$ cat src/fpuPkg.sv
// Shared value types, opcodes, status codes and structs of the FP execute unit
// Modules import this package in their bodies and use scoped names in their ports
`default_nettype none

package fpuPkg;
	typedef logic [63:0] fpDouble;
	typedef logic [31:0] fpSingle;
	typedef logic [5:0] regId; // Id 0 means no write
	typedef logic [5:0] fpOpcode;
	typedef logic [3:0] fpIxt;

	localparam fpOpcode OpNop = 6'h00;
	localparam fpOpcode OpFpu3 = 6'h01;
	localparam fpOpcode OpFcmp = 6'h02;
	localparam fpOpcode OpFldcx = 6'h03;
	localparam fpOpcode OpFstcx = 6'h04;
	localparam fpOpcode OpFixs = 6'h05;

	// Opcode extensions, meaning depends on the opcode
	localparam fpIxt IxtAdd = 4'h0;
	localparam fpIxt IxtSub = 4'h1;
	localparam fpIxt IxtMul = 4'h2;
	localparam fpIxt IxtMov = 4'h4;
	localparam fpIxt IxtCmpEq = 4'h0;
	localparam fpIxt IxtCmpGt = 4'h1;
	localparam fpIxt IxtLdSingle = 4'h0;
	localparam fpIxt IxtLdRaw = 4'h1;
	localparam fpIxt IxtStSingle = 4'h0;
	localparam fpIxt IxtStRaw = 4'h1;
	localparam fpIxt IxtNeg = 4'h0;
	localparam fpIxt IxtAbs = 4'h1;

	typedef enum logic [1:0] {
		StatusReady = 2'b00,
		StatusOk = 2'b01,
		StatusHold = 2'b10
	} exStatus;

	typedef enum logic [1:0] {
		CondAlways = 2'b00,
		CondNever = 2'b01,
		CondTrue = 2'b10,
		CondFalse = 2'b11
	} condCode;

	typedef struct packed {
		condCode cond;
		fpOpcode opcode;
		fpIxt ixt;
		regId dest;
	} fpCommand;

	typedef struct packed {
		fpDouble rs;
		fpDouble rt;
		fpDouble gprIn;
	} fpOperands;

	typedef struct packed {
		fpDouble fprValue;
		fpDouble gprValue;
		regId destId;
		exStatus status;
		logic srT;
	} fpResult;

	typedef enum logic {
		CtrlIdle,
		CtrlWait
	} ctrlState;

	localparam int CmpLatency = 1; // Registered compare
endpackage

`default_nettype wire

$ cat src/fpuConv.sv
// Combinational single to double widening and double to single narrowing
// Mantissa is truncated, zero and denormal inputs give signed zero
`timescale 1ns/1ps
`default_nettype none

module fpuConv (
	input wire fpuPkg::fpSingle singleIn,
	output fpuPkg::fpDouble doubleOut,
	input wire fpuPkg::fpDouble doubleIn,
	output fpuPkg::fpSingle singleOut
);
	logic [7:0] expSingle;
	logic [10:0] expWide;
	logic [10:0] expDouble;
	logic [10:0] expNarrow;

	// Single to double, bias moves from 127 to 1023
	always_comb begin
		expSingle = singleIn[30:23];
		expWide = {3'b000, expSingle} + 11'd896;
		if (expSingle == 8'd0) begin
			doubleOut = {singleIn[31], 63'd0};
		end else begin
			doubleOut = {singleIn[31], expWide, singleIn[22:0], 29'd0};
		end
	end

	// Double to single
	always_comb begin
		expDouble = doubleIn[62:52];
		expNarrow = expDouble - 11'd896;
		if (expDouble <= 11'd896) begin
			singleOut = {doubleIn[63], 31'd0}; // Too small for a normal single
		end else if (expDouble >= 11'd1151) begin
			singleOut = {doubleIn[63], 8'hFE, 23'h7FFFFF}; // Clamp to largest finite
		end else begin
			singleOut = {doubleIn[63], expNarrow[7:0], doubleIn[51:29]};
		end
	end
endmodule

`default_nettype wire

$ cat config.mk
export PLATFORM = sky130hd
export DESIGN_NAME = fpuConv
export DESIGN_NICKNAME = d
export VERILOG_FILES = /design/src/fpuPkg.sv /design/src/fpuConv.sv
export SDC_FILE = /design/constraint.sdc
export NUM_CORES = 1
export LEC_CHECK = 0
export ABC_AREA = 1
export ABC_CLOCK_PERIOD_IN_PS = 910
export BUFFER_PORTS_ARGS = -buffer_cell sky130_fd_sc_hd__buf_2
export CORE_MARGIN = 5
export CORE_UTILIZATION = 27
export DETAILED_ROUTE_END_ITERATION = 10
export PLACE_DENSITY = 0.81
export SLEW_MARGIN = 20
export SYNTH_ARGS = -nofsm -noshare
export SYNTH_HDL_FRONTEND = slang
export SYNTH_SLANG_ARGS = --single-unit
$ cat constraint.sdc
create_clock -name vclk -period 0.91
set_clock_uncertainty 0.05 [all_clocks]
set_input_delay 0.1365 -clock vclk [all_inputs]
set_output_delay 0.1365 -clock vclk [all_outputs]
set_load 0.01 [all_outputs]
==> metrics <==
status finished with violations; failing checks setup timing; largest area contributor in the synthesized netlist inv_1; Ports approximately 190; critical path type primary input to primary output; multiplexer share of the synthesized area 0; Final WS setup -0.4258 ns; wirelength, routed 6637 um; Worst setup EP type primary output; antenna-violating nets left 0; Fin. Hold Viols 0; most used cell, CP nand2_2; Die Ht 76.04 um; top cells by area, synth inv_1, buf_4, nand2_1, nand3_1, nor2_1; Max Clock Freq 748.6 MHz; # clk buffers 0; initial antenna violation count 1; most instantiated cells after synthesis inv_1, nand2_1, nor2_1; Initial Utilization 0.2742; Max stage delay cell, worst path buf_16; Min Clock Period, post-route 1.336 ns; register area share after synthesis 0; P per Cell Area 483.7 mW/mm2; Net count, final 503; XOR/XNOR Fraction of Synth Area 0; P_leak 1.891 nW; number of global-route vias before repair between 1500 and 2000; core footprint 0.004294 mm2; remaining global-route overflow 0; class of the most critical hold timing path primary input to primary output; fraction of layout cells with a size suffix above 1 0.7037; Max-Cap Viols 0; routability cong. roughly 0.79; Die Area 0.005781 mm2; die width 76.04 um; Hold Path End doubleOut[63]; period utilization 1.468; Max VDD drop 0.2637 mV; DR vias 1991; Vias per Instance 4.347; sequential cell count 0; crit path max fanout 7; Req. time, crit path 0.72 ns; CP Buf/Inv Count 7; largest family of logic cells by synthesized area buffers and inverters; CP startpoint kind primary input; # hold bufs at CTS 0; Top delay family on crit path buffers and inverters; Post-Syn Instances 260; Max Slew Vio Count 0; IO Port Bufs 130; post-synth top area share 0.2742; synthesized area 0.001177 mm2; row count 24; Synth-to-Final Area Change 167.6%; DRC 0; drt pass-1 iters 4; critical path startpoint doubleIn[60]; Post-Place Setup Slack -0.4220 ns; Setup-failing EPs final 56; WL/cell 14.49 um; Mean Syn Cell Area 4.528 um2; CP peak stage delay approximately 0.14 ns; Post-Synth Simple-Gate Area 0.4102; detailed placement HPWL 3522 um; first-pass GRT wire length ~8000 um; compound-gate portion of the synthesized area 0.01275; register area 0 um2; largest net degree at the start of global routing 20; HP Start singleIn[31]; gr usage total 0.1609; Arr. time, crit path 1.15 ns; CP cell instances buf_6 > inv_4 > buf_4 > nor2_4 > o21ai_2 > nand2_2 > buf_12 > buf_16 > nand2_2 > inv_1 > buf_2; DRT iter0 DRCs 24; Adder-Cell Fraction of Synth Area 0; RSZ-0062 raised after global routing true; WHS Path Cells 0; most frequent cell after synthesis inv_1; hold_ws 0.2231 ns; Total Power 1.524 mW; synth unique cells 14; Warnings, synthesis 0
## logic make-up after synthesis
logic type	count (synthesis)
and+or+nand+nor	116
buffers and inverters	140
AOI/OAI and AO/OA	3
other	1
## power breakdown
group          internal, mW  leakage (nW)  switching, mW
sequential                0             0              0
clock           0.000000148    0.00000634              0
combinational         0.784          1.89          0.740
## cell type report
cell class,count,area (um2)
Timing Repair Buffer,170,1607
Fill cell,309,1144
Multi-Input combinational cell,148,1142
Inverter,87,334.1
Tap cell,52,65.06
Antenna cell,1,2.502
## placed cells by master (no fill, tap or decap), drive strengths merged
master  count
buf       169
clkbuf      1
conb       29
diode       1
inv        87
nand2      44
nand3      33
nor2       38
nor3        1
o21ai       3
## timing repair
action | CTS | global route
buffers inserted | 11 | 1
resized for setup | 79 | 145
pin swaps | 7 | 14
setup endpoints to repair | 56 | 56
cloned | 7 | 1
endpoints found under the hold margin | 0 | 0
## how the worst max path moves through the flow
| stage | end | slack [ns] | cells past startpoint |
|---|---|---|---|
| 2_1_floorplan | singleOut[19] | -0.09 | 8 |
| 3_3_place_gp | singleOut[4] | -0.41 | 10 |
| 3_5_place_dp | singleOut[13] | -0.42 | 10 |
| 4_1_cts | singleOut[10] | -0.40 | 10 |
| 5_1_grt | singleOut[12] | -0.51 | 10 |
| 6_report | singleOut[11] | -0.43 | 11 |
## per-layer routing
layer | GRT usage | vias to the layer above | part of all wire
met1 | 0.1511 | 943 | 0.32
met3 | 0.03783 | 8 | 0.069
met2 | 0.3442 | 96 | 0.60
li1 | - | 944 | -
met4 | 0.02135 | 0 | 0.015
met5 | 0 | - | 0
## per-stage QoR
step | setup TNS, ns | utilization | instance area [um2] | instances
after floorplan | -1.885 | - | 1341 | 288
after global placement | -16.18 | 0.4368 | 1876 | 437
after detailed placement | -17.14 | 0.4368 | 1876 | 437
after CTS | -18.02 | 0.5839 | 2507 | 455
after global routing | -22.29 | 0.7337 | 3151 | 458
final | -18.99 | 0.7337 | 3151 | 458
Power figures use the tool's default switching activity.
