### src/fpuPkg.sv
// Shared value types, opcodes, status codes and structs of the FP execute unit
// Modules import this package in their bodies and use scoped names in their ports
`default_nettype none

package fpuPkg;
	typedef logic [63:0] fpDouble;
	typedef logic [31:0] fpSingle;
	typedef logic [5:0] regId; // Id 0 means no write
	typedef logic [5:0] fpOpcode;
	typedef logic [3:0] fpIxt;

	localparam fpOpcode OpNop = 6'h00;
	localparam fpOpcode OpFpu3 = 6'h01;
	localparam fpOpcode OpFcmp = 6'h02;
	localparam fpOpcode OpFldcx = 6'h03;
	localparam fpOpcode OpFstcx = 6'h04;
	localparam fpOpcode OpFixs = 6'h05;

	// Opcode extensions, meaning depends on the opcode
	localparam fpIxt IxtAdd = 4'h0;
	localparam fpIxt IxtSub = 4'h1;
	localparam fpIxt IxtMul = 4'h2;
	localparam fpIxt IxtMov = 4'h4;
	localparam fpIxt IxtCmpEq = 4'h0;
	localparam fpIxt IxtCmpGt = 4'h1;
	localparam fpIxt IxtLdSingle = 4'h0;
	localparam fpIxt IxtLdRaw = 4'h1;
	localparam fpIxt IxtStSingle = 4'h0;
	localparam fpIxt IxtStRaw = 4'h1;
	localparam fpIxt IxtNeg = 4'h0;
	localparam fpIxt IxtAbs = 4'h1;

	typedef enum logic [1:0] {
		StatusReady = 2'b00,
		StatusOk = 2'b01,
		StatusHold = 2'b10
	} exStatus;

	typedef enum logic [1:0] {
		CondAlways = 2'b00,
		CondNever = 2'b01,
		CondTrue = 2'b10,
		CondFalse = 2'b11
	} condCode;

	typedef struct packed {
		condCode cond;
		fpOpcode opcode;
		fpIxt ixt;
		regId dest;
	} fpCommand;

	typedef struct packed {
		fpDouble rs;
		fpDouble rt;
		fpDouble gprIn;
	} fpOperands;

	typedef struct packed {
		fpDouble fprValue;
		fpDouble gprValue;
		regId destId;
		exStatus status;
		logic srT;
	} fpResult;

	typedef enum logic {
		CtrlIdle,
		CtrlWait
	} ctrlState;

	localparam int CmpLatency = 1; // Registered compare
endpackage

`default_nettype wire

### src/fpuCmp.sv
// Registered double compare, flag is a == b or a > b as selected by greater
// One cycle of latency; +0 and -0 compare equal
`timescale 1ns/1ps
`default_nettype none

module fpuCmp (
	input wire clock,
	input wire reset,
	input wire fpuPkg::fpDouble a,
	input wire fpuPkg::fpDouble b,
	input wire greater,
	output logic flag
);
	logic [62:0] magA;
	logic [62:0] magB;
	logic bothZero;
	logic isEqual;
	logic isGreater;

	always_comb begin
		magA = (a[62:52] == 11'd0) ? 63'd0 : a[62:0]; // Denormals are zero
		magB = (b[62:52] == 11'd0) ? 63'd0 : b[62:0];
		bothZero = (magA == 63'd0) && (magB == 63'd0);
		isEqual = bothZero || ((a[63] == b[63]) && (magA == magB));

		if (bothZero) begin
			isGreater = 1'b0;
		end else if (a[63] != b[63]) begin
			isGreater = !a[63]; // Positive beats negative
		end else if (!a[63]) begin
			isGreater = magA > magB;
		end else begin
			isGreater = magA < magB; // Both negative, order flips
		end
	end

	always_ff @(posedge clock) begin
		if (reset) begin
			flag <= 1'b0;
		end else begin
			flag <= greater ? isGreater : isEqual;
		end
	end
endmodule

`default_nettype wire

### config.mk
export PLATFORM = sky130hd
export DESIGN_NAME = fpuCmp
export DESIGN_NICKNAME = d
export VERILOG_FILES = /design/src/fpuPkg.sv /design/src/fpuCmp.sv
export SDC_FILE = /design/constraint.sdc
export NUM_CORES = 1
export LEC_CHECK = 0
export ABC_CLOCK_PERIOD_IN_PS = 3700
export BUFFER_PORTS_ARGS = -buffer_cell sky130_fd_sc_hd__buf_2
export CORE_AREA = 2 2 74 76
export DETAILED_ROUTE_END_ITERATION = 16
export DIE_AREA = 0 0 76 78
export PLACE_DENSITY = 0.79
export SYNTH_ARGS = -nofsm -noshare
export SYNTH_HDL_FRONTEND = slang
export SYNTH_SLANG_ARGS = --single-unit
### constraint.sdc
create_clock -name clock -period 3.7 [get_ports clock]
set_input_delay 0.74 -clock clock [delete_from_list [all_inputs] [get_ports clock]]
set_output_delay 0.74 -clock clock [all_outputs]
set_load 0.01 [all_outputs]
==> impl_metrics.env <==
export IMPL_leakagePower_nw=1.72
export IMPL_tightest_slew_ns=0.415
export IMPL_peakVddDrop_v=0.0000504
export IMPL_place_congestion=0.896
export IMPL_combPwrFrac_pct=95.6
export IMPL_avgSynthCellArea_sq_um=6.85
export IMPL_wl_met1_microns=2510
export IMPL_coreArea_sq_mm=0.00504
export IMPL_routed_wl_microns=5740
export IMPL_rows=26
export IMPL_met2_length_microns=2820
export IMPL_placed_cell_area_sq_mm=0.00286
export IMPL_regArea_sq_um=20.0
export IMPL_ys_ff_latch=1
export IMPL_grt_use_total_pct=18.4
export IMPL_multi_input_area_sq_mm=0.00201
export IMPL_viasPerCell=4.99
export IMPL_syn_area_sq_mm=0.00215
export IMPL_synth_cell_types=35
export IMPL_maxSlewViolCount=0
export IMPL_worstSetupStartpoint="a[58]"
export IMPL_ys_seq_area_share_pct=0.930
export IMPL_largest_register="flag"
export IMPL_io_buffers=131
export IMPL_die_x_microns=76
export IMPL_synth_fp_nets=508
export IMPL_hold_viol=0
export IMPL_finalNetCount=623
export IMPL_drc_errors=0
export IMPL_die_area_sq_mm=0.00593
export IMPL_maxCapViolations=0
export IMPL_place_detailed_hpwl_microns=5140
export IMPL_status="completed"
export IMPL_grt_max_degree=54
export IMPL_p_sw_mw=0.119
export IMPL_top_layer="met4"
export IMPL_reg_largest_list="flag (1)"
export IMPL_path_max_fanout=53
export IMPL_finalSetupViolCount=0
export IMPL_layout_common_cells="buf_2 (131), ha_1 (63), nand2_1 (62)"
export IMPL_num_vias=2482
export IMPL_drtAntennaViolNets=0
export IMPL_path_class="primary input to flop"
export IMPL_cp_end_kind="flop"
export IMPL_die_y_microns=78
export IMPL_power_frac_seq_pct=4.4
export IMPL_largest_reg_flops=1
export IMPL_rsz0062_at_grt="no"
export IMPL_design_area_sq_mm=0.00288
export IMPL_hp_class="primary input to flop"
export IMPL_cts_setup_buffers=0
export IMPL_netlist_instances=314
export IMPL_diodes=0
export IMPL_fillers=468
export IMPL_routed_wl_met3_microns=401
export IMPL_finalWorstSetupSlack_ns=0.220
export IMPL_internal_power_mw=0.151
export IMPL_grt_pass1_vias=2394
export IMPL_clk_pin_slew_worst_paths_ns=0
export IMPL_initial_utilization_pct=42.7
export IMPL_finalCritPeriodShare_pct=94.1
export IMPL_startpoint_type="primary input"
export IMPL_grt_antenna_before_repair=0
export IMPL_routedWlPerCell_microns=11.6
export IMPL_crit_required_ns=3.61
export IMPL_dr_pass1_iters=4
export IMPL_areaGrowthSynthToFinish_pct=33.6
export IMPL_min_period_ns=3.48
export IMPL_clock_power_share_pct=0
export IMPL_gr_total_overflow=0
export IMPL_drt_initial_drc_count=60
export IMPL_final_setup_tns_ns=0
export IMPL_final_common_cell="buf_2"
export IMPL_powerDensity_mw_per_mm2=94.0
export IMPL_maxSlewHeadroom_pct=72.2
export IMPL_io_pins=132
export IMPL_swShare_pct=44.1
export IMPL_max_clock_freq_ghz=0.287
export IMPL_min_delay_start="greater"
export IMPL_drive_above_1_share_pct=33.5
export IMPL_dp_worst_setup_slack_ns=0.163
export IMPL_ys_warn_count=0
export IMPL_crit_arrival_ns=3.39
export IMPL_grt_pass1_wl_microns=9670
final timing paths:
| path | endpoint | slack (ns) | cells after the start |
|---|---|---|---|
| setup / recovery | flag | 0.22 | 13 |
| hold / removal | flag | 1.00 | 2 |
per-stage QoR:
step                std cells  utilization [%]  hold slack (ns)  power [mW]
floorplan                 314                -            0.858       0.169
global placement          497             56.7            0.996       0.261
detailed placement        497             56.7             1.00       0.269
CTS                       497             56.7             1.00       0.271
global route              497             57.0             1.02       0.309
finish                    497             57.0             1.00       0.270
layout make-up:
cell class	instances	area share, %
multi-input cells	274	69.8
repair buffers	134	24.2
well taps	70	3.05
inverters	18	2.35
flip-flops and latches	1	0.696
layer usage:
layer  track usage (%)  vias up
met4              1.09        0
li1                  -     1326
met5                 0        -
met1              21.9     1066
met3              3.14        2
met2              36.0       88
synth_stat cells:
cell | count | area [sq um]
inv_1 | 18 | 67.6
and2_1 | 53 | 332
a21oi_1 | 20 | 100
and3_1 | 2 | 12.5
nor4_2 | 1 | 12.5
xor2_1 | 1 | 8.76
nand3b_1 | 1 | 7.51
nor2_1 | 7 | 26.3
a21oi_2 | 2 | 17.5
nand4_1 | 10 | 62.6
o21ai_0 | 2 | 10.0
a31o_1 | 1 | 8.76
a221oi_1 | 1 | 8.76
ha_1 | 63 | 788
o21ai_1 | 2 | 10.0
a211oi_1 | 2 | 15.0
o31ai_1 | 1 | 7.51
nand3_1 | 7 | 35.0
a221o_1 | 1 | 10.0
and4_2 | 1 | 10.0
a221oi_2 | 1 | 15.0
nor3_1 | 5 | 25.0
o211ai_1 | 2 | 15.0
o221ai_1 | 3 | 26.3
nor4_1 | 4 | 25.0
o31a_1 | 1 | 8.76
nand2_1 | 62 | 233
o21ai_4 | 1 | 16.3
o21a_1 | 3 | 22.5
a311oi_2 | 1 | 15.0
and4_1 | 1 | 8.76
clkbuf_1 | 21 | 78.8
o211a_1 | 1 | 10.0
a21o_1 | 11 | 82.6
dfxtp_1 | 1 | 20.0
critical path, cell delays in order:
cell and delay [ns]:
buf_2 0.11, nor4_2 0.28, nand3_1 0.12, buf_6 0.21, and2_1 0.19, ha_1 0.32
nand4_1 0.20, inv_1 0.07, a221o_1 0.32, a221oi_1 0.22, a21oi_1 0.13, o211a_1 0.23
a311oi_2 0.22
power by group through the flow:
stage	sequential (mW)	combinational (mW)	clock (mW)
finish	0.0119	0.258	0
floorplan	0.0123	0.157	0
global route	0.0119	0.297	0
detailed placement	0.0119	0.257	0
CTS	0.0119	0.259	0
global placement	0.0119	0.249	0
kinds of logic (layout without fill, tap and decap cells):
kind of cell    count (synthesis)  in the layout  share of synthesized area [%]
simple gates                  154            154                           36.7
buf+inv                        39            152                           6.80
flops                           1              1                          0.930
xor+xnor                        1              1                          0.407
compound gates                 56             56                           18.5
fa+ha+maj                      63             63                           36.6
what timing repair did:
item | in CTS | in global routing
endpoints found under the setup margin | 0 | 1
resized for setup | 0 | 3
hold buffers | 0 | 0
(Power assumes the default switching activity.)
