### config.mk
export PLATFORM = sky130hd
export DESIGN_NAME = fpuExControl
export DESIGN_NICKNAME = d
export VERILOG_FILES = /design/src/fpuPkg.sv /design/src/fpuExControl.sv
export SDC_FILE = /design/constraint.sdc
export NUM_CORES = 1
export LEC_CHECK = 0
export ABC_CLOCK_PERIOD_IN_PS = 11800
export BUFFER_PORTS_ARGS = -buffer_cell sky130_fd_sc_hd__buf_2
export CAP_MARGIN = 20
export CORE_AREA = 2 2 230 232
export CTS_CLUSTER_DIAMETER = 100
export DETAILED_ROUTE_END_ITERATION = 8
export DIE_AREA = 0 0 232 234
export PLACE_DENSITY_LB_ADDON = 0.1
export SKIP_CTS_REPAIR_TIMING = 1
export SYNTH_ARGS = -nofsm -noshare
export SYNTH_HDL_FRONTEND = slang
export SYNTH_SLANG_ARGS = --single-unit
### constraint.sdc
create_clock -name clock -period 11.8 [get_ports clock]
set_input_delay 3.54 -clock clock [delete_from_list [all_inputs] [get_ports clock]]
set_output_delay 3.54 -clock clock [all_outputs]
set_load 0.1 [all_outputs]
### src/fpuPkg.sv
// Shared value types, opcodes, status codes and structs of the FP execute unit
// Modules import this package in their bodies and use scoped names in their ports
`default_nettype none

package fpuPkg;
	typedef logic [63:0] fpDouble;
	typedef logic [31:0] fpSingle;
	typedef logic [5:0] regId; // Id 0 means no write
	typedef logic [5:0] fpOpcode;
	typedef logic [3:0] fpIxt;

	localparam fpOpcode OpNop = 6'h00;
	localparam fpOpcode OpFpu3 = 6'h01;
	localparam fpOpcode OpFcmp = 6'h02;
	localparam fpOpcode OpFldcx = 6'h03;
	localparam fpOpcode OpFstcx = 6'h04;
	localparam fpOpcode OpFixs = 6'h05;

	// Opcode extensions, meaning depends on the opcode
	localparam fpIxt IxtAdd = 4'h0;
	localparam fpIxt IxtSub = 4'h1;
	localparam fpIxt IxtMul = 4'h2;
	localparam fpIxt IxtMov = 4'h4;
	localparam fpIxt IxtCmpEq = 4'h0;
	localparam fpIxt IxtCmpGt = 4'h1;
	localparam fpIxt IxtLdSingle = 4'h0;
	localparam fpIxt IxtLdRaw = 4'h1;
	localparam fpIxt IxtStSingle = 4'h0;
	localparam fpIxt IxtStRaw = 4'h1;
	localparam fpIxt IxtNeg = 4'h0;
	localparam fpIxt IxtAbs = 4'h1;

	typedef enum logic [1:0] {
		StatusReady = 2'b00,
		StatusOk = 2'b01,
		StatusHold = 2'b10
	} exStatus;

	typedef enum logic [1:0] {
		CondAlways = 2'b00,
		CondNever = 2'b01,
		CondTrue = 2'b10,
		CondFalse = 2'b11
	} condCode;

	typedef struct packed {
		condCode cond;
		fpOpcode opcode;
		fpIxt ixt;
		regId dest;
	} fpCommand;

	typedef struct packed {
		fpDouble rs;
		fpDouble rt;
		fpDouble gprIn;
	} fpOperands;

	typedef struct packed {
		fpDouble fprValue;
		fpDouble gprValue;
		regId destId;
		exStatus status;
		logic srT;
	} fpResult;

	typedef enum logic {
		CtrlIdle,
		CtrlWait
	} ctrlState;

	localparam int CmpLatency = 1; // Registered compare
endpackage

`default_nettype wire

### src/fpuExControl.sv
// Execute control: condition gating, HOLD sequencing and the result multiplexer
// Single-cycle ops answer combinationally, pipelined ops hold for a fixed count
`timescale 1ns/1ps
`default_nettype none

module fpuExControl #(
	parameter int AddStages = 5,
	parameter int MulStages = 5
) (
	input wire clock,
	input wire reset,
	input wire fpuPkg::fpCommand command,
	input wire fpuPkg::fpOperands operands,
	input wire srT,
	input wire flush,
	input wire fpuPkg::fpDouble sumIn,
	input wire fpuPkg::fpDouble productIn,
	input wire fpuPkg::fpDouble doubleIn,
	input wire fpuPkg::fpSingle singleIn,
	input wire cmpFlag,
	output logic subtract,
	output logic greater,
	output logic holdEnable,
	output logic [3:0] holdTarget,
	input wire reached,
	output fpuPkg::fpResult result
);
	import fpuPkg::*;

	ctrlState state;
	ctrlState stateNext;
	logic opEnable;
	fpOpcode opcode;
	logic opValid;
	logic multiCycle;
	logic done;

	// Operation selects go straight to the data units
	assign subtract = (command.ixt == IxtSub);
	assign greater = (command.ixt == IxtCmpGt);

	always_comb begin
		case (command.cond)
			CondAlways: opEnable = 1'b1;
			CondNever: opEnable = 1'b0;
			CondTrue: opEnable = srT;
			default: opEnable = !srT;
		endcase
		if (flush || reset) begin
			opEnable = 1'b0;
		end
		opcode = opEnable ? command.opcode : OpNop;
		done = (state == CtrlWait) && reached;

		opValid = 1'b0;
		multiCycle = 1'b0;
		holdTarget = 4'd0;
		result = '0;
		result.status = StatusReady;
		result.srT = srT; // Passes through unless a compare finishes

		case (opcode)
			OpFpu3: begin
				opValid = 1'b1;
				result.destId = command.dest;
				case (command.ixt)
					IxtAdd, IxtSub: begin
						multiCycle = 1'b1;
						holdTarget = 4'(AddStages);
						result.fprValue = sumIn;
					end
					IxtMul: begin
						multiCycle = 1'b1;
						holdTarget = 4'(MulStages);
						result.fprValue = productIn;
					end
					IxtMov: result.fprValue = operands.rs;
					default: result.destId = '0;
				endcase
				result.gprValue = result.fprValue;
			end
			OpFcmp: begin
				opValid = 1'b1;
				multiCycle = 1'b1;
				holdTarget = 4'(CmpLatency);
				if (done) begin
					result.srT = cmpFlag;
				end
			end
			OpFldcx: begin
				opValid = 1'b1;
				result.destId = command.dest;
				case (command.ixt)
					IxtLdSingle: result.fprValue = doubleIn;
					IxtLdRaw: result.fprValue = operands.gprIn;
					default: result.destId = '0;
				endcase
				result.gprValue = result.fprValue;
			end
			OpFstcx: begin
				opValid = 1'b1;
				case (command.ixt)
					IxtStSingle: result.gprValue = {32'd0, singleIn};
					IxtStRaw: result.gprValue = operands.rs;
					default: result.gprValue = '0;
				endcase
			end
			OpFixs: begin
				opValid = 1'b1;
				result.destId = command.dest;
				case (command.ixt)
					IxtNeg: result.fprValue = {~operands.rs[63], operands.rs[62:0]};
					IxtAbs: result.fprValue = {1'b0, operands.rs[62:0]};
					default: result.destId = '0;
				endcase
				result.gprValue = result.fprValue;
			end
			default: begin
			end
		endcase

		holdEnable = multiCycle && !done;
		if (holdEnable) begin
			result.status = StatusHold;
		end else if (opValid) begin
			result.status = StatusOk;
		end
	end

	// Idle until a pipelined op starts, wait until the timer says it is through
	always_comb begin
		stateNext = state;
		case (state)
			CtrlIdle: begin
				if (multiCycle) begin
					stateNext = CtrlWait;
				end
			end
			CtrlWait: begin
				if (reached || flush || !multiCycle) begin
					stateNext = CtrlIdle;
				end
			end
			default: stateNext = CtrlIdle;
		endcase
	end

	always_ff @(posedge clock) begin
		if (reset) begin
			state <= CtrlIdle;
		end else begin
			state <= stateNext;
		end
	end
endmodule

`default_nettype wire

==> impl_metrics.csv <==
group,metric,value,unit
outcome,status,"finished clean",
sta,fin_hold_ws,0.5749,ns
global_routing,grt.overflow.total,0,
placed_design,dp_slack,1.641,ns
final_layout,fin_cells,1744,
sta,finalHoldViolations,0,
logic_synthesis,synth_seq_area_share,0.004526,
sta,fin_crit_sh,0.8540,
worst_setup_path,cp-end-kind,"output port",
worst_setup_path,worstPathMaxFanout,33,
floorplan,die_h,234,microns
final_layout,nFillCells,6128,
logic_synthesis,synth-edff-count,0,
floorplan,die_area,54290,sq um
pwr,powerDensity,22.38,nW/um^2
worst_setup_path,start_kind,"input pin",
detailed_routing,first_pass_iters,4,
sta,layout_setup_ws,1.723,ns
sta,rsz0062_at_grt,"false",
detailed_routing,drc,0,
final_layout,final_nets,1496,
logic_synthesis,synth_most_common_cell,"a21oi_1",
global_routing,grtUsageTotal,0.1162,
placed_design,dp_hpwl,27260,microns
global_routing,grt_pass1_wl,47200,microns
detailed_routing,routed_via_density,3.940,
global_routing,grt_pass1_vias,7099,
sta,finalSetupViolCount,0,
detailed_routing,wl_per_cell,19.88,microns
sta,worst_pin_slew,1.017,ns
final_layout,drive_gt1_frac,0.5816,
logic_synthesis,synth_common_cells,"a21oi_1, a22oi_1, mux2i_1",
floorplan,rows,84,
placed_design,port_buffers,517,
final_layout,largest_reg_flops,1,
pwr,p_leak,3.660,nW
detailed_routing,num_vias,6872,
placed_design,gp_congestion,0.7455,
sta,fin_tns_setup,0,ns
detailed_routing,drt_iter0_markers,133,
logic_synthesis,yosysUniqueCellTypes,52,
sta,final_max_slew_viol_count,0,
logic_synthesis,synth_flop_cell,"dfxtp_1",
logic_synthesis,yosys_warnings,0,
logic_synthesis,synth_area_leaders,"mux2i_1, a22oi_1, a21oi_1, mux2_2, o22a_1",
logic_synthesis,ys_seq_elements,1,
sta,fin_skew,0,ns
min_path,hold_class,"reg -> reg",
run,max-cap-violations,0,
logic_synthesis,netlist.area_leader.share,0.1448,
placed_design,place_inst,1742,
floorplan,start_util,0.08502,
clock_network,clk_pin_slew,0,ns
logic_synthesis,synthCells,592,
detailed_routing,drtAntennaViolNets,0,
worst_setup_path,crit_type,"in -> out",
detailed_routing,wl,34660,microns
global_routing,antenna_found_initial,6,
clock_network,clock_latency,0,ns
floorplan,die_x,232,microns
logic_synthesis,syn_avg_cell_area,7.471,sq um
worst_setup_path,arrival,6.54,ns
logic_synthesis,yosysTopAreaCell,"mux2i_1",
logic_synthesis,synth-async-reset-ratio,0,
final_layout,top_register,"state",
worst_setup_path,crit_required,8.26,ns
pwr,peakVddDrop,0.000009476,V
global_routing,grt_max_degree,56,
sta,slew_headroom,0.3220,
final_layout,reg.largest.list,"state x1",
logic_synthesis,syn_area,4423,sq um
sta,fmax,99.23,MHz
sta,fin_crit,10.08,ns
floorplan,coreArea,52020,sq um
floorplan,io_pins,584,
final_layout,syn_to_final_growth,73.69,%
worst paths after layout:
kind	depth (start not counted)	start	slack (ns)	endpoint
setup / recovery	6	command[7]	1.72	result[9]
hold reg to reg	2	state	0.57	state
setup reg to reg	2	state	11.11	state
hold / removal	2	state	0.57	state
cells in the final DEF, fill, tap and decap left out, types with 8 or more instances in the layout:
| cell | Yosys | final |
|---|---|---|
| a22oi_1 | 65 | 65 |
| nor2b_1 | 20 | 19 |
| and2_1 | 11 | 11 |
| mux2_2 | 33 | 33 |
| a21oi_1 | 78 | 77 |
| o2bb2ai_1 | 27 | 27 |
| buf_2 | 30 | 516 |
| o22a_1 | 27 | 27 |
| a21o_1 | 8 | 8 |
| buf_4 | 7 | 17 |
| nand2_1 | 35 | 34 |
| a22o_1 | 16 | 16 |
| o22ai_1 | 15 | 15 |
| o21ai_0 | 18 | 18 |
| o21bai_4 | 10 | 10 |
| mux2i_1 | 64 | 64 |
| nor2_1 | 21 | 21 |
| o221ai_2 | 14 | 14 |
metal layers:
metal	part of all wire	track usage	up-vias	wire (microns)
met5	0.0012	0	-	40
met4	0.0087	0.01102	6	303
met3	0.069	0.02505	20	2387
met2	0.53	0.2299	316	18490
met1	0.39	0.1297	3250	13450
li1	-	-	3280	-
layout make-up:
cell class	count	area [sq um]	area share
well taps	688	860.8	0.1121
diodes	2	5.005	0.0006515
repair buffers	534	2721	0.3542
flip-flops and latches	1	20.02	0.002606
inverters	2	7.507	0.0009772
multi-input cells	517	4068	0.5295
critical path: stages:
cell      delay [ns]
buf_2           0.20
nor3_4          0.60
nand3_4         0.34
or4b_4          0.99
o221ai_2        0.32
buf_2           0.48
cells by family after synthesis:
group	share of synthesized area
buf+inv	0.08401
simple gates	0.1505
compound gates	0.5228
mux	0.2289
other cells	0.0008478
xor+xnor	0.006224
fa+ha+maj	0.002263
flops	0.004526
metrics by stage:
| step | util | power, mW | instance area, sq um |
|---|---|---|---|
| after floorplan | - | 0.08322 | 4428 |
| after global placement | 0.1476 | 0.1738 | 7677 |
| after detailed placement | 0.1476 | 0.1749 | 7677 |
| after CTS | 0.1476 | 0.1754 | 7677 |
| after global routing | 0.1476 | 0.1882 | 7680 |
| final | 0.1477 | 0.1719 | 7682 |
power breakdown:
part	total (mW)	switching [mW]	internal, mW	leakage, nW
Combinational	0.168	0.0882	0.0803	3.65
Sequential	0.00346	0.00000349	0.00346	0.00805
Clock	0.0000000227	0	0.0000000227	0.0000127
(Power assumes the default switching activity.)
