$ cat src/fpuHoldTimer.sv
// Counts held cycles for the execute control
// reached goes high once enable has been high for target cycles in a row
`timescale 1ns/1ps
`default_nettype none

module fpuHoldTimer (
	input wire clock,
	input wire reset,
	input wire enable,
	input wire [3:0] target,
	output logic reached
);
	logic [3:0] count;

	always_ff @(posedge clock) begin
		if (reset || !enable) begin
			count <= 4'd0; // Cleared between commands
		end else begin
			count <= count + 4'd1;
		end
	end

	assign reached = (count == target);
endmodule

`default_nettype wire

$ cat config.mk
export PLATFORM = sky130hd
export DESIGN_NAME = fpuHoldTimer
export DESIGN_NICKNAME = d
export VERILOG_FILES = /design/src/fpuHoldTimer.sv
export SDC_FILE = /design/constraint.sdc
export NUM_CORES = 1
export LEC_CHECK = 0
export BUFFER_PORTS_ARGS = -buffer_cell sky130_fd_sc_hd__buf_2
export CORE_AREA = 2 2 39 41
export CTS_CLUSTER_DIAMETER = 50
export DETAILED_ROUTE_END_ITERATION = 16
export DIE_AREA = 0 0 41 43
export GPL_TIMING_DRIVEN = 0
export PLACE_DENSITY_LB_ADDON = 0.12
export SLEW_MARGIN = 10
export SYNTH_ARGS = -nofsm -noshare
export SYNTH_HDL_FRONTEND = slang
export SYNTH_SLANG_ARGS = --single-unit
$ cat constraint.sdc
create_clock -name clock -period 1.47 [get_ports clock]
set_clock_uncertainty 0.05 [all_clocks]
set_input_delay 0.2205 -clock clock [delete_from_list [all_inputs] [get_ports clock]]
set_output_delay 0.2205 -clock clock [all_outputs]
set_load 0.05 [all_outputs]
==> results.sh, run 1 <==
export IMPL_grt_pass1_wl_um=641
export IMPL_root_buffer="clkbuf_4"
export IMPL_p_clk_share_pct=47.1
export IMPL_crit_fanout=3
export IMPL_antenna_left=0
export IMPL_pwr_share_seq_pct=39.9
export IMPL_p_per_area_nw_per_um2=928.1
export IMPL_vdd_drop_max_mv=0.4213
export IMPL_cp_data_required_time_ps=1200
export IMPL_whs_ps=228.3
export IMPL_worst_setup_path_startpoint="count[2]"
export IMPL_num_rows=14
export IMPL_cp_start_kind="flip-flop"
export IMPL_path_cells="xor2_1 > nor4_4 > buf_6"
export IMPL_cts_max_level=1
export IMPL_antenna_found_initial=0
export IMPL_ys_top_cells_by_count="dfxtp_1, xor2_1, nor2_1"
export IMPL_yosysWarnings=0
export IMPL_drc=0
export IMPL_die_area_um2=1763
export IMPL_grt_max_degree=5
export IMPL_antenna_cells=0
export IMPL_clock_sinks=4
export IMPL_cts_made_buffers=3
export IMPL_track_usage_pct=5.723
export IMPL_cp_arrival_ps=1180
export IMPL_dp_slack_ps=134.2
export IMPL_critPathBufInv=1
export IMPL_internal_power_uw=222.0
export IMPL_routed_via_density=3.787
export IMPL_switchingPower_uw=68.29
export IMPL_multiInputGateArea_um2=133.9
export IMPL_synth_top_area_cell="dfxtp_1"
export IMPL_synth_seq_cells=4
export IMPL_seqCellArea_um2=83.83
export IMPL_final_cells=47
export IMPL_postSynthCellCount=20
export IMPL_drtIter0Drc=2
export IMPL_ys_flop_type="dfxtp_1"
export IMPL_crit_path_end="reached"
export IMPL_whs_path_depth=3
export IMPL_pwr_share_comb_pct=13.0
export IMPL_syn_nets=28
export IMPL_drt_pass1_iterations=2
export IMPL_slew_headroom_pct=83.69
export IMPL_r2r_end="count[1]"
export IMPL_grt_overflow=0
export IMPL_leakage_uw=0.0001451
export IMPL_area_delta_synth_final_pct=60.26
export IMPL_syn_avg_cell_area_um2=9.759
export IMPL_status="completed"
export IMPL_routedWlPerCell_um=8.787
export IMPL_ff2ff_path_depth=4
export IMPL_initial_core_util_pct=14.10
export IMPL_worst_slack_ps=21.14
export IMPL_synth_edf_count=0
export IMPL_wl_um=413
export IMPL_post_synth_num_cell_types=12
export IMPL_synth_area_leaders="dfxtp_1, xor2_1, ha_1"
export IMPL_drive_gt1_share_pct=51.61
export IMPL_place_congestion=0.6272
export IMPL_holdCritPathClass="primary input to flip-flop"
export IMPL_grt_pass1_vias=166
export IMPL_p_sw_share_pct=23.52
export IMPL_core_um2=1384
export IMPL_async_reset_ff_share_pct=0
export IMPL_top_regs="count: 4 flops"
export IMPL_die_w_um=41
export IMPL_final_area_um2=312.8
export IMPL_worst_slew_pin_transition_ps=243.8
export IMPL_nets=41
export IMPL_dpl_hpwl_um=301.7
export IMPL_reg2reg_from="count[1]"
export IMPL_clockBufferDepth=2
export IMPL_postPlaceCellArea_um2=265.3
export IMPL_netlist_area_leader_share_pct=41.03
export IMPL_io_buffers=7
export IMPL_maxCapViolations=0
export IMPL_cp_slowest_cell="dfxtp_2"
export IMPL_clock_latency_ps=240
export IMPL_setup_viol=0
export IMPL_hold_viol=0
export IMPL_critical_path_max_stage_delay_ps=330
export IMPL_finalCritPeriodShare_pct=98.56
export IMPL_vias=178
export IMPL_endpoint_kind="output pin"
export IMPL_clk_pin_slew_ps=40
export IMPL_cp_depth=3
export IMPL_cts_tree="done"
export IMPL_largest_register="count"
export IMPL_crit_type="flip-flop to output pin"
export IMPL_cp_top_family="flip-flops"
export IMPL_clock_fmax_mhz=690.2
export IMPL_largest_register_ffs=4
export IMPL_pin_count=8
export IMPL_place_inst=43
export IMPL_fin_crit_ps=1449
export IMPL_die_y_um=43
export IMPL_grt_setup_unrepaired="true"
export IMPL_netlist_area_um2=195.2
export IMPL_nFillCells=158
export IMPL_maxSlewViolCount=0
export IMPL_r2r_slack_ps=500
export IMPL_yosysSeqAreaShare_pct=41.03
==> final cells by class <==
class / count / area share, %
clock buffer: 3 / 7.200
inverter: 1 / 1.200
multi-input combinational: 15 / 42.80
sequential: 4 / 26.80
tap: 16 / 6.400
timing repair buffer: 8 / 15.60
==> kinds of logic (layout without fill, tap and decap cells) <==
kind of cell	Yosys count	after routing	synth area share, %
xor+xnor	5	5	22.43
flops	4	4	41.03
mux	1	1	5.128
fa+ha+maj	1	1	6.409
buf+inv	1	12	1.921
simple gates	8	8	23.08
==> worst min path at each step <==
stage,start,endpoint,slack (ps)
6_report,enable,count[3],230
5_1_grt,reset,count[3],240
2_1_floorplan,enable,count[3],340
4_1_cts,enable,count[3],220
3_3_place_gp,count[0],count[0],420
3_5_place_dp,count[0],count[0],430
==> worst reg2reg max path: cells and delay by family (launching register included) <==
family	cells	cell delay, ps
fa+ha+maj	1	260
buf+inv	2	190
flops	1	330
simple gates	1	40
==> through the flow <==
stage	setup TNS, ps	total power (uW)	util, %
4_1_cts	0	298.1	22.60
5_1_grt	-33.43	311.2	22.60
6_report	0	290.3	22.60
3_5_place_dp	0	150.7	19.17
3_3_place_gp	0	149.7	19.17
2_1_floorplan	0	137.5	-
==> power groups by stage <==
| stage | Combinational [uW] | Sequential [uW] | Clock, uW |
|---|---|---|---|
| CTS | 38.3 | 116 | 144 |
| global placement | 33.0 | 117 | 0 |
| finish | 37.8 | 116 | 137 |
| global route | 42.2 | 116 | 153 |
| floorplan | 21.6 | 116 | 0 |
| detailed placement | 33.9 | 117 | 0 |
==> metal layers <==
layer	GRT usage, %	wire, um	up-vias
met5	0	0	-
met4	0	0	0
met3	6.806	57	0
met2	7.813	176	8
met1	6.109	179	81
li1	-	-	89
==> cell usage in the layout (no fill, tap or decap) <==
master and n:
nand2b_1 1, xor2_2 1, ha_1 1, nor2_1 3
or3b_1 1, buf_6 1, clkbuf_4 3, dfxtp_2 3
inv_1 1, xor2_1 3, buf_2 6, nand3_1 1
nor4_4 1, buf_4 1, nand3b_1 1, dfxtp_1 1
xnor2_1 1, mux2i_1 1
==> repair_timing <==
action | in CTS | in global routing
setup buffers | 1 | 0
resized for setup | 6 | 0
cloned | 0 | 0
setup endpoints to repair | 1 | 1
hold buffers | 0 | 0
pin swaps | 1 | 0
No activity file was read; power rests on OpenSTA's default activity.
==> run 2: changes to the inputs <==
==> constraint.sdc (replaced) <==
create_clock -name clock -period 1.85 [get_ports clock]
set_clock_uncertainty 0.05 [all_clocks]
set_input_delay 0.2775 -clock clock [delete_from_list [all_inputs] [get_ports clock]]
set_output_delay 0.2775 -clock clock [all_outputs]
set_load 0.05 [all_outputs]
==> results.sh, run 2 (synthesis gave the netlist of run 1 again) <==
export IMPL_status="completed"
export IMPL_place_inst=43
export IMPL_die_area_um2=1763
export IMPL_cp_slowest_cell="dfxtp_1"
export IMPL_path_cells="xor2_1 > nor4_2 > buf_2"
export IMPL_post_cts_buffers=0
export IMPL_vdd_drop_max_mv=0.4341
export IMPL_pwr_share_seq_pct=41.6
export IMPL_p_clk_share_pct=47.9
export IMPL_maxCapViolations=0
export IMPL_fin_util_pct=20.16
export IMPL_largest_register_ffs=4
export IMPL_cts_tree="done"
export IMPL_antenna_found_initial=0
export IMPL_antenna_left=0
export IMPL_io_buffers=7
export IMPL_ctsResizeCount=0
export IMPL_clock_sinks=4
export IMPL_clk_pin_slew_ps=40
export IMPL_postPlaceCellArea_um2=256.5
export IMPL_drc=0
export IMPL_holdCritPathClass="primary input to flip-flop"
export IMPL_grt_pass1_wl_um=531
export IMPL_route_layer_met1_wl_um=138
export IMPL_nets=40
export IMPL_largest_register="count"
export IMPL_layout_common_cells="buf_2, xor2_1, dfxtp_1, nor2_1, clkbuf_4"
export IMPL_pin_count=8
export IMPL_track_usage_pct=5.020
export IMPL_place_congestion=0.6368
export IMPL_leakage_uw=0.0001354
export IMPL_pwr_share_comb_pct=10.5
export IMPL_root_buffer="clkbuf_4"
export IMPL_drive_gt1_share_pct=36.67
export IMPL_fin_setup_tns_ps=0
export IMPL_met2_length_um=132
export IMPL_crit_fanout=4
export IMPL_clock_fmax_mhz=628.9
export IMPL_whs_ps=281.4
export IMPL_internal_power_uw=172.6
export IMPL_dr_max_layer_used="met3"
export IMPL_finalCritPeriodShare_pct=85.95
export IMPL_switchingPower_uw=47.03
export IMPL_critical_path_max_stage_delay_ps=330
export IMPL_antenna_cells=0
export IMPL_drt_pass1_iterations=2
export IMPL_core_um2=1384
export IMPL_routed_via_density=3.609
export IMPL_num_rows=14
export IMPL_hold_viol=0
export IMPL_worst_slew_pin_transition_ps=246.1
export IMPL_grt_max_degree=5
export IMPL_initial_core_util_pct=14.10
export IMPL_area_delta_synth_final_pct=42.95
export IMPL_die_w_um=41
export IMPL_grt_setup_unrepaired="false"
export IMPL_cp_arrival_ps=1260
export IMPL_cp_start_kind="flip-flop"
export IMPL_drtIter0Drc=3
export IMPL_dpl_hpwl_um=295.1
export IMPL_vias=166
export IMPL_cp_data_required_time_ps=1520
export IMPL_grt_overflow=0
export IMPL_clockBufferDepth=2
export IMPL_clock_latency_ps=230
export IMPL_final_common_cell="buf_2"
export IMPL_ctsHoldBuffers=0
export IMPL_die_y_um=43
export IMPL_cts_max_level=1
export IMPL_cts_made_buffers=3
export IMPL_p_sw_share_pct=21.41
export IMPL_fin_crit_ps=1590
export IMPL_routed_wl_met3_um=68
export IMPL_wl_um=339
export IMPL_setup_viol=0
export IMPL_final_area_um2=279.0
export IMPL_slew_headroom_pct=83.71
export IMPL_crit_type="flip-flop to output pin"
export IMPL_maxSlewViolCount=0
export IMPL_final_cells=46
export IMPL_endpoint_kind="output pin"
export IMPL_routedWlPerCell_um=7.370
export IMPL_grt_pass1_vias=139
export IMPL_top_regs="count: 4 flops"
export IMPL_p_per_area_nw_per_um2=787.3
==> run 2: critical path, delay by kind of cell, from the launching register on <==
family	cells	cell delay, ps
flops	1	330
buf+inv	1	290
simple gates	1	230
xor+xnor	1	180
==> run 2: cell type report <==
cell class / count / area, um2
clock buffer: 3 / 22.52
fill: 163 / 1105
inverter: 1 / 3.754
multi-input combinational: 15 / 117.6
sequential: 4 / 80.08
tap: 16 / 20.02
timing repair buffer: 7 / 35.03
==> run 2: per-layer routing <==
metal,track usage (%),up-vias
met1,5.145,70
met2,5.625,9
met4,2.000,0
met3,6.806,0
met5,0,-
li1,-,87
==> run 2: power groups by stage <==
stage / clock network [uW] / registers, uW / logic (uW)
final: 105 / 91.4 / 23.2
after global routing: 118 / 92.0 / 25.9
after CTS: 111 / 91.4 / 23.6
after detailed placement: 0 / 92.7 / 23.5
after global placement: 0 / 92.7 / 23.0
after floorplan: 0 / 92.0 / 14.0
==> run 2: metrics by stage <==
stage	setup slack, ps	power [uW]
global route	160.4	236.3
global placement	448.0	115.7
detailed placement	436.6	116.2
finish	260.0	219.7
floorplan	73.23	106.1
CTS	237.6	225.6
==> run 2: path summary, 6_finish.rpt <==
| path | startpoint | endpoint | slack [ps] | cells after the start |
|---|---|---|---|---|
| max | count[0] | reached | 260 | 3 |
| min | enable | count[3] | 280 | 3 |
| max reg2reg | count[3] | count[3] | 920 | 2 |
| min reg2reg | count[0] | count[0] | 430 | 1 |
==> run 3: changes to the inputs <==
==> constraint.sdc (replaced) <==
create_clock -name clock -period 1.7 [get_ports clock]
set_clock_uncertainty 0.05 [all_clocks]
set_input_delay 0.255 -clock clock [delete_from_list [all_inputs] [get_ports clock]]
set_output_delay 0.255 -clock clock [all_outputs]
set_load 0.05 [all_outputs]
==> results.sh, run 3 (synthesis gave the netlist of run 1 again) <==
export IMPL_dpl_hpwl_um=301.7
export IMPL_maxSlewViolCount=0
export IMPL_clock_sinks=4
export IMPL_cts_made_buffers=3
export IMPL_setup_viol=0
export IMPL_maxCapViolations=0
export IMPL_core_um2=1384
export IMPL_finalCritPeriodShare_pct=94.35
export IMPL_area_delta_synth_final_pct=47.44
export IMPL_routedWlPerCell_um=8.152
export IMPL_drt_pass1_iterations=4
export IMPL_drc=0
export IMPL_place_congestion=0.6272
export IMPL_slew_headroom_pct=83.69
export IMPL_io_buffers=7
export IMPL_clock_latency_ps=230
export IMPL_grt_pass1_vias=155
export IMPL_antenna_cells=0
export IMPL_ctsHoldBuffers=0
export IMPL_seqCellArea_um2=80.08
export IMPL_fin_crit_ps=1604
export IMPL_routed_via_density=3.696
export IMPL_grt_pass1_wl_um=593
export IMPL_layout_common_cells="buf_2, xor2_1, dfxtp_1, nor2_1, clkbuf_4"
export IMPL_vias=170
export IMPL_endpoint_kind="output pin"
export IMPL_clk_pin_slew_ps=40
export IMPL_antenna_left=0
export IMPL_status="completed"
export IMPL_power_uw=245.5
export IMPL_die_w_um=41
export IMPL_fin_setup_tns_ps=0
export IMPL_multiInputGateArea_um2=126.4
export IMPL_vdd_drop_max_mv=0.3517
export IMPL_nFillCells=164
export IMPL_worst_slew_pin_transition_ps=243.8
export IMPL_final_area_um2=287.8
export IMPL_cp_start_kind="flip-flop"
export IMPL_crit_fanout=4
export IMPL_drtIter0Drc=1
export IMPL_grt_max_degree=5
export IMPL_cp_arrival_ps=1300
export IMPL_grt_overflow=0
export IMPL_final_common_cell="buf_2"
export IMPL_fin_util_pct=20.80
export IMPL_clockBufferDepth=2
export IMPL_crit_type="flip-flop to output pin"
export IMPL_postPlaceCellArea_um2=265.3
export IMPL_track_usage_pct=5.321
export IMPL_antenna_found_initial=0
export IMPL_pin_count=8
export IMPL_cts_max_level=1
export IMPL_root_buffer="clkbuf_4"
export IMPL_post_cts_buffers=0
export IMPL_largest_register="count"
export IMPL_die_y_um=43
export IMPL_final_cells=46
export IMPL_p_per_area_nw_per_um2=853.1
export IMPL_ctsResizeCount=0
export IMPL_leakage_uw=0.0001369
export IMPL_initial_core_util_pct=14.10
export IMPL_grt_setup_unrepaired="false"
export IMPL_wl_um=375
export IMPL_nets=40
export IMPL_holdCritPathClass="primary input to flip-flop"
export IMPL_drive_gt1_share_pct=36.67
export IMPL_top_regs="count: 4 flops"
export IMPL_num_rows=14
export IMPL_place_inst=43
export IMPL_die_area_um2=1763
export IMPL_largest_register_ffs=4
export IMPL_cts_tree="done"
export IMPL_clock_fmax_mhz=623.5
export IMPL_cp_data_required_time_ps=1390
export IMPL_hold_viol=0
## run 3: area by class of cell
type | count | area share [%]
inverters | 1 | 1.304
flip-flops and latches | 4 | 27.83
multi-input cells | 15 | 43.91
repair buffers | 7 | 12.17
clock buffers | 3 | 7.826
well taps | 16 | 6.957
## run 3: power by group
part,internal (uW),total (uW),switching (uW),leakage (uW)
combinational,13.4,28.7,15.4,0.0000906
clock,78.9,117,38.3,0.0000138
sequential,96.7,99.5,2.75,0.0000325
total,189,246,56.5,0.000137
## run 3: worst paths after layout
path	start	slack, ps	cells after the start	endpoint
worst max-delay path	count[0]	100	3	reached
worst min register to register	count[0]	430	1	count[0]
worst min-delay path	enable	260	3	count[3]
worst max register to register	count[3]	760	2	count[3]
## run 3: critical path: stages, from the launching register on
cell and delay, ps:
dfxtp_1 340, xor2_1 200, nor4_4 240, buf_2 290
## run 3: per-stage QoR
step,setup WS (ps),hold slack [ps]
global route,32.69,278.9
global placement,314.9,424.5
detailed placement,310.4,427.9
CTS,75.26,259.5
finish,96.02,263.6
floorplan,238.9,370.6
## run 3: layer usage
| metal | track usage, % | up-vias | share of wire (%) |
|---|---|---|---|
| met1 | 5.788 | 77 | 47 |
| li1 | - | 87 | - |
| met4 | 0 | 0 | 0 |
| met3 | 6.806 | 0 | 11 |
| met5 | 0 | - | 0 |
| met2 | 6.875 | 6 | 42 |
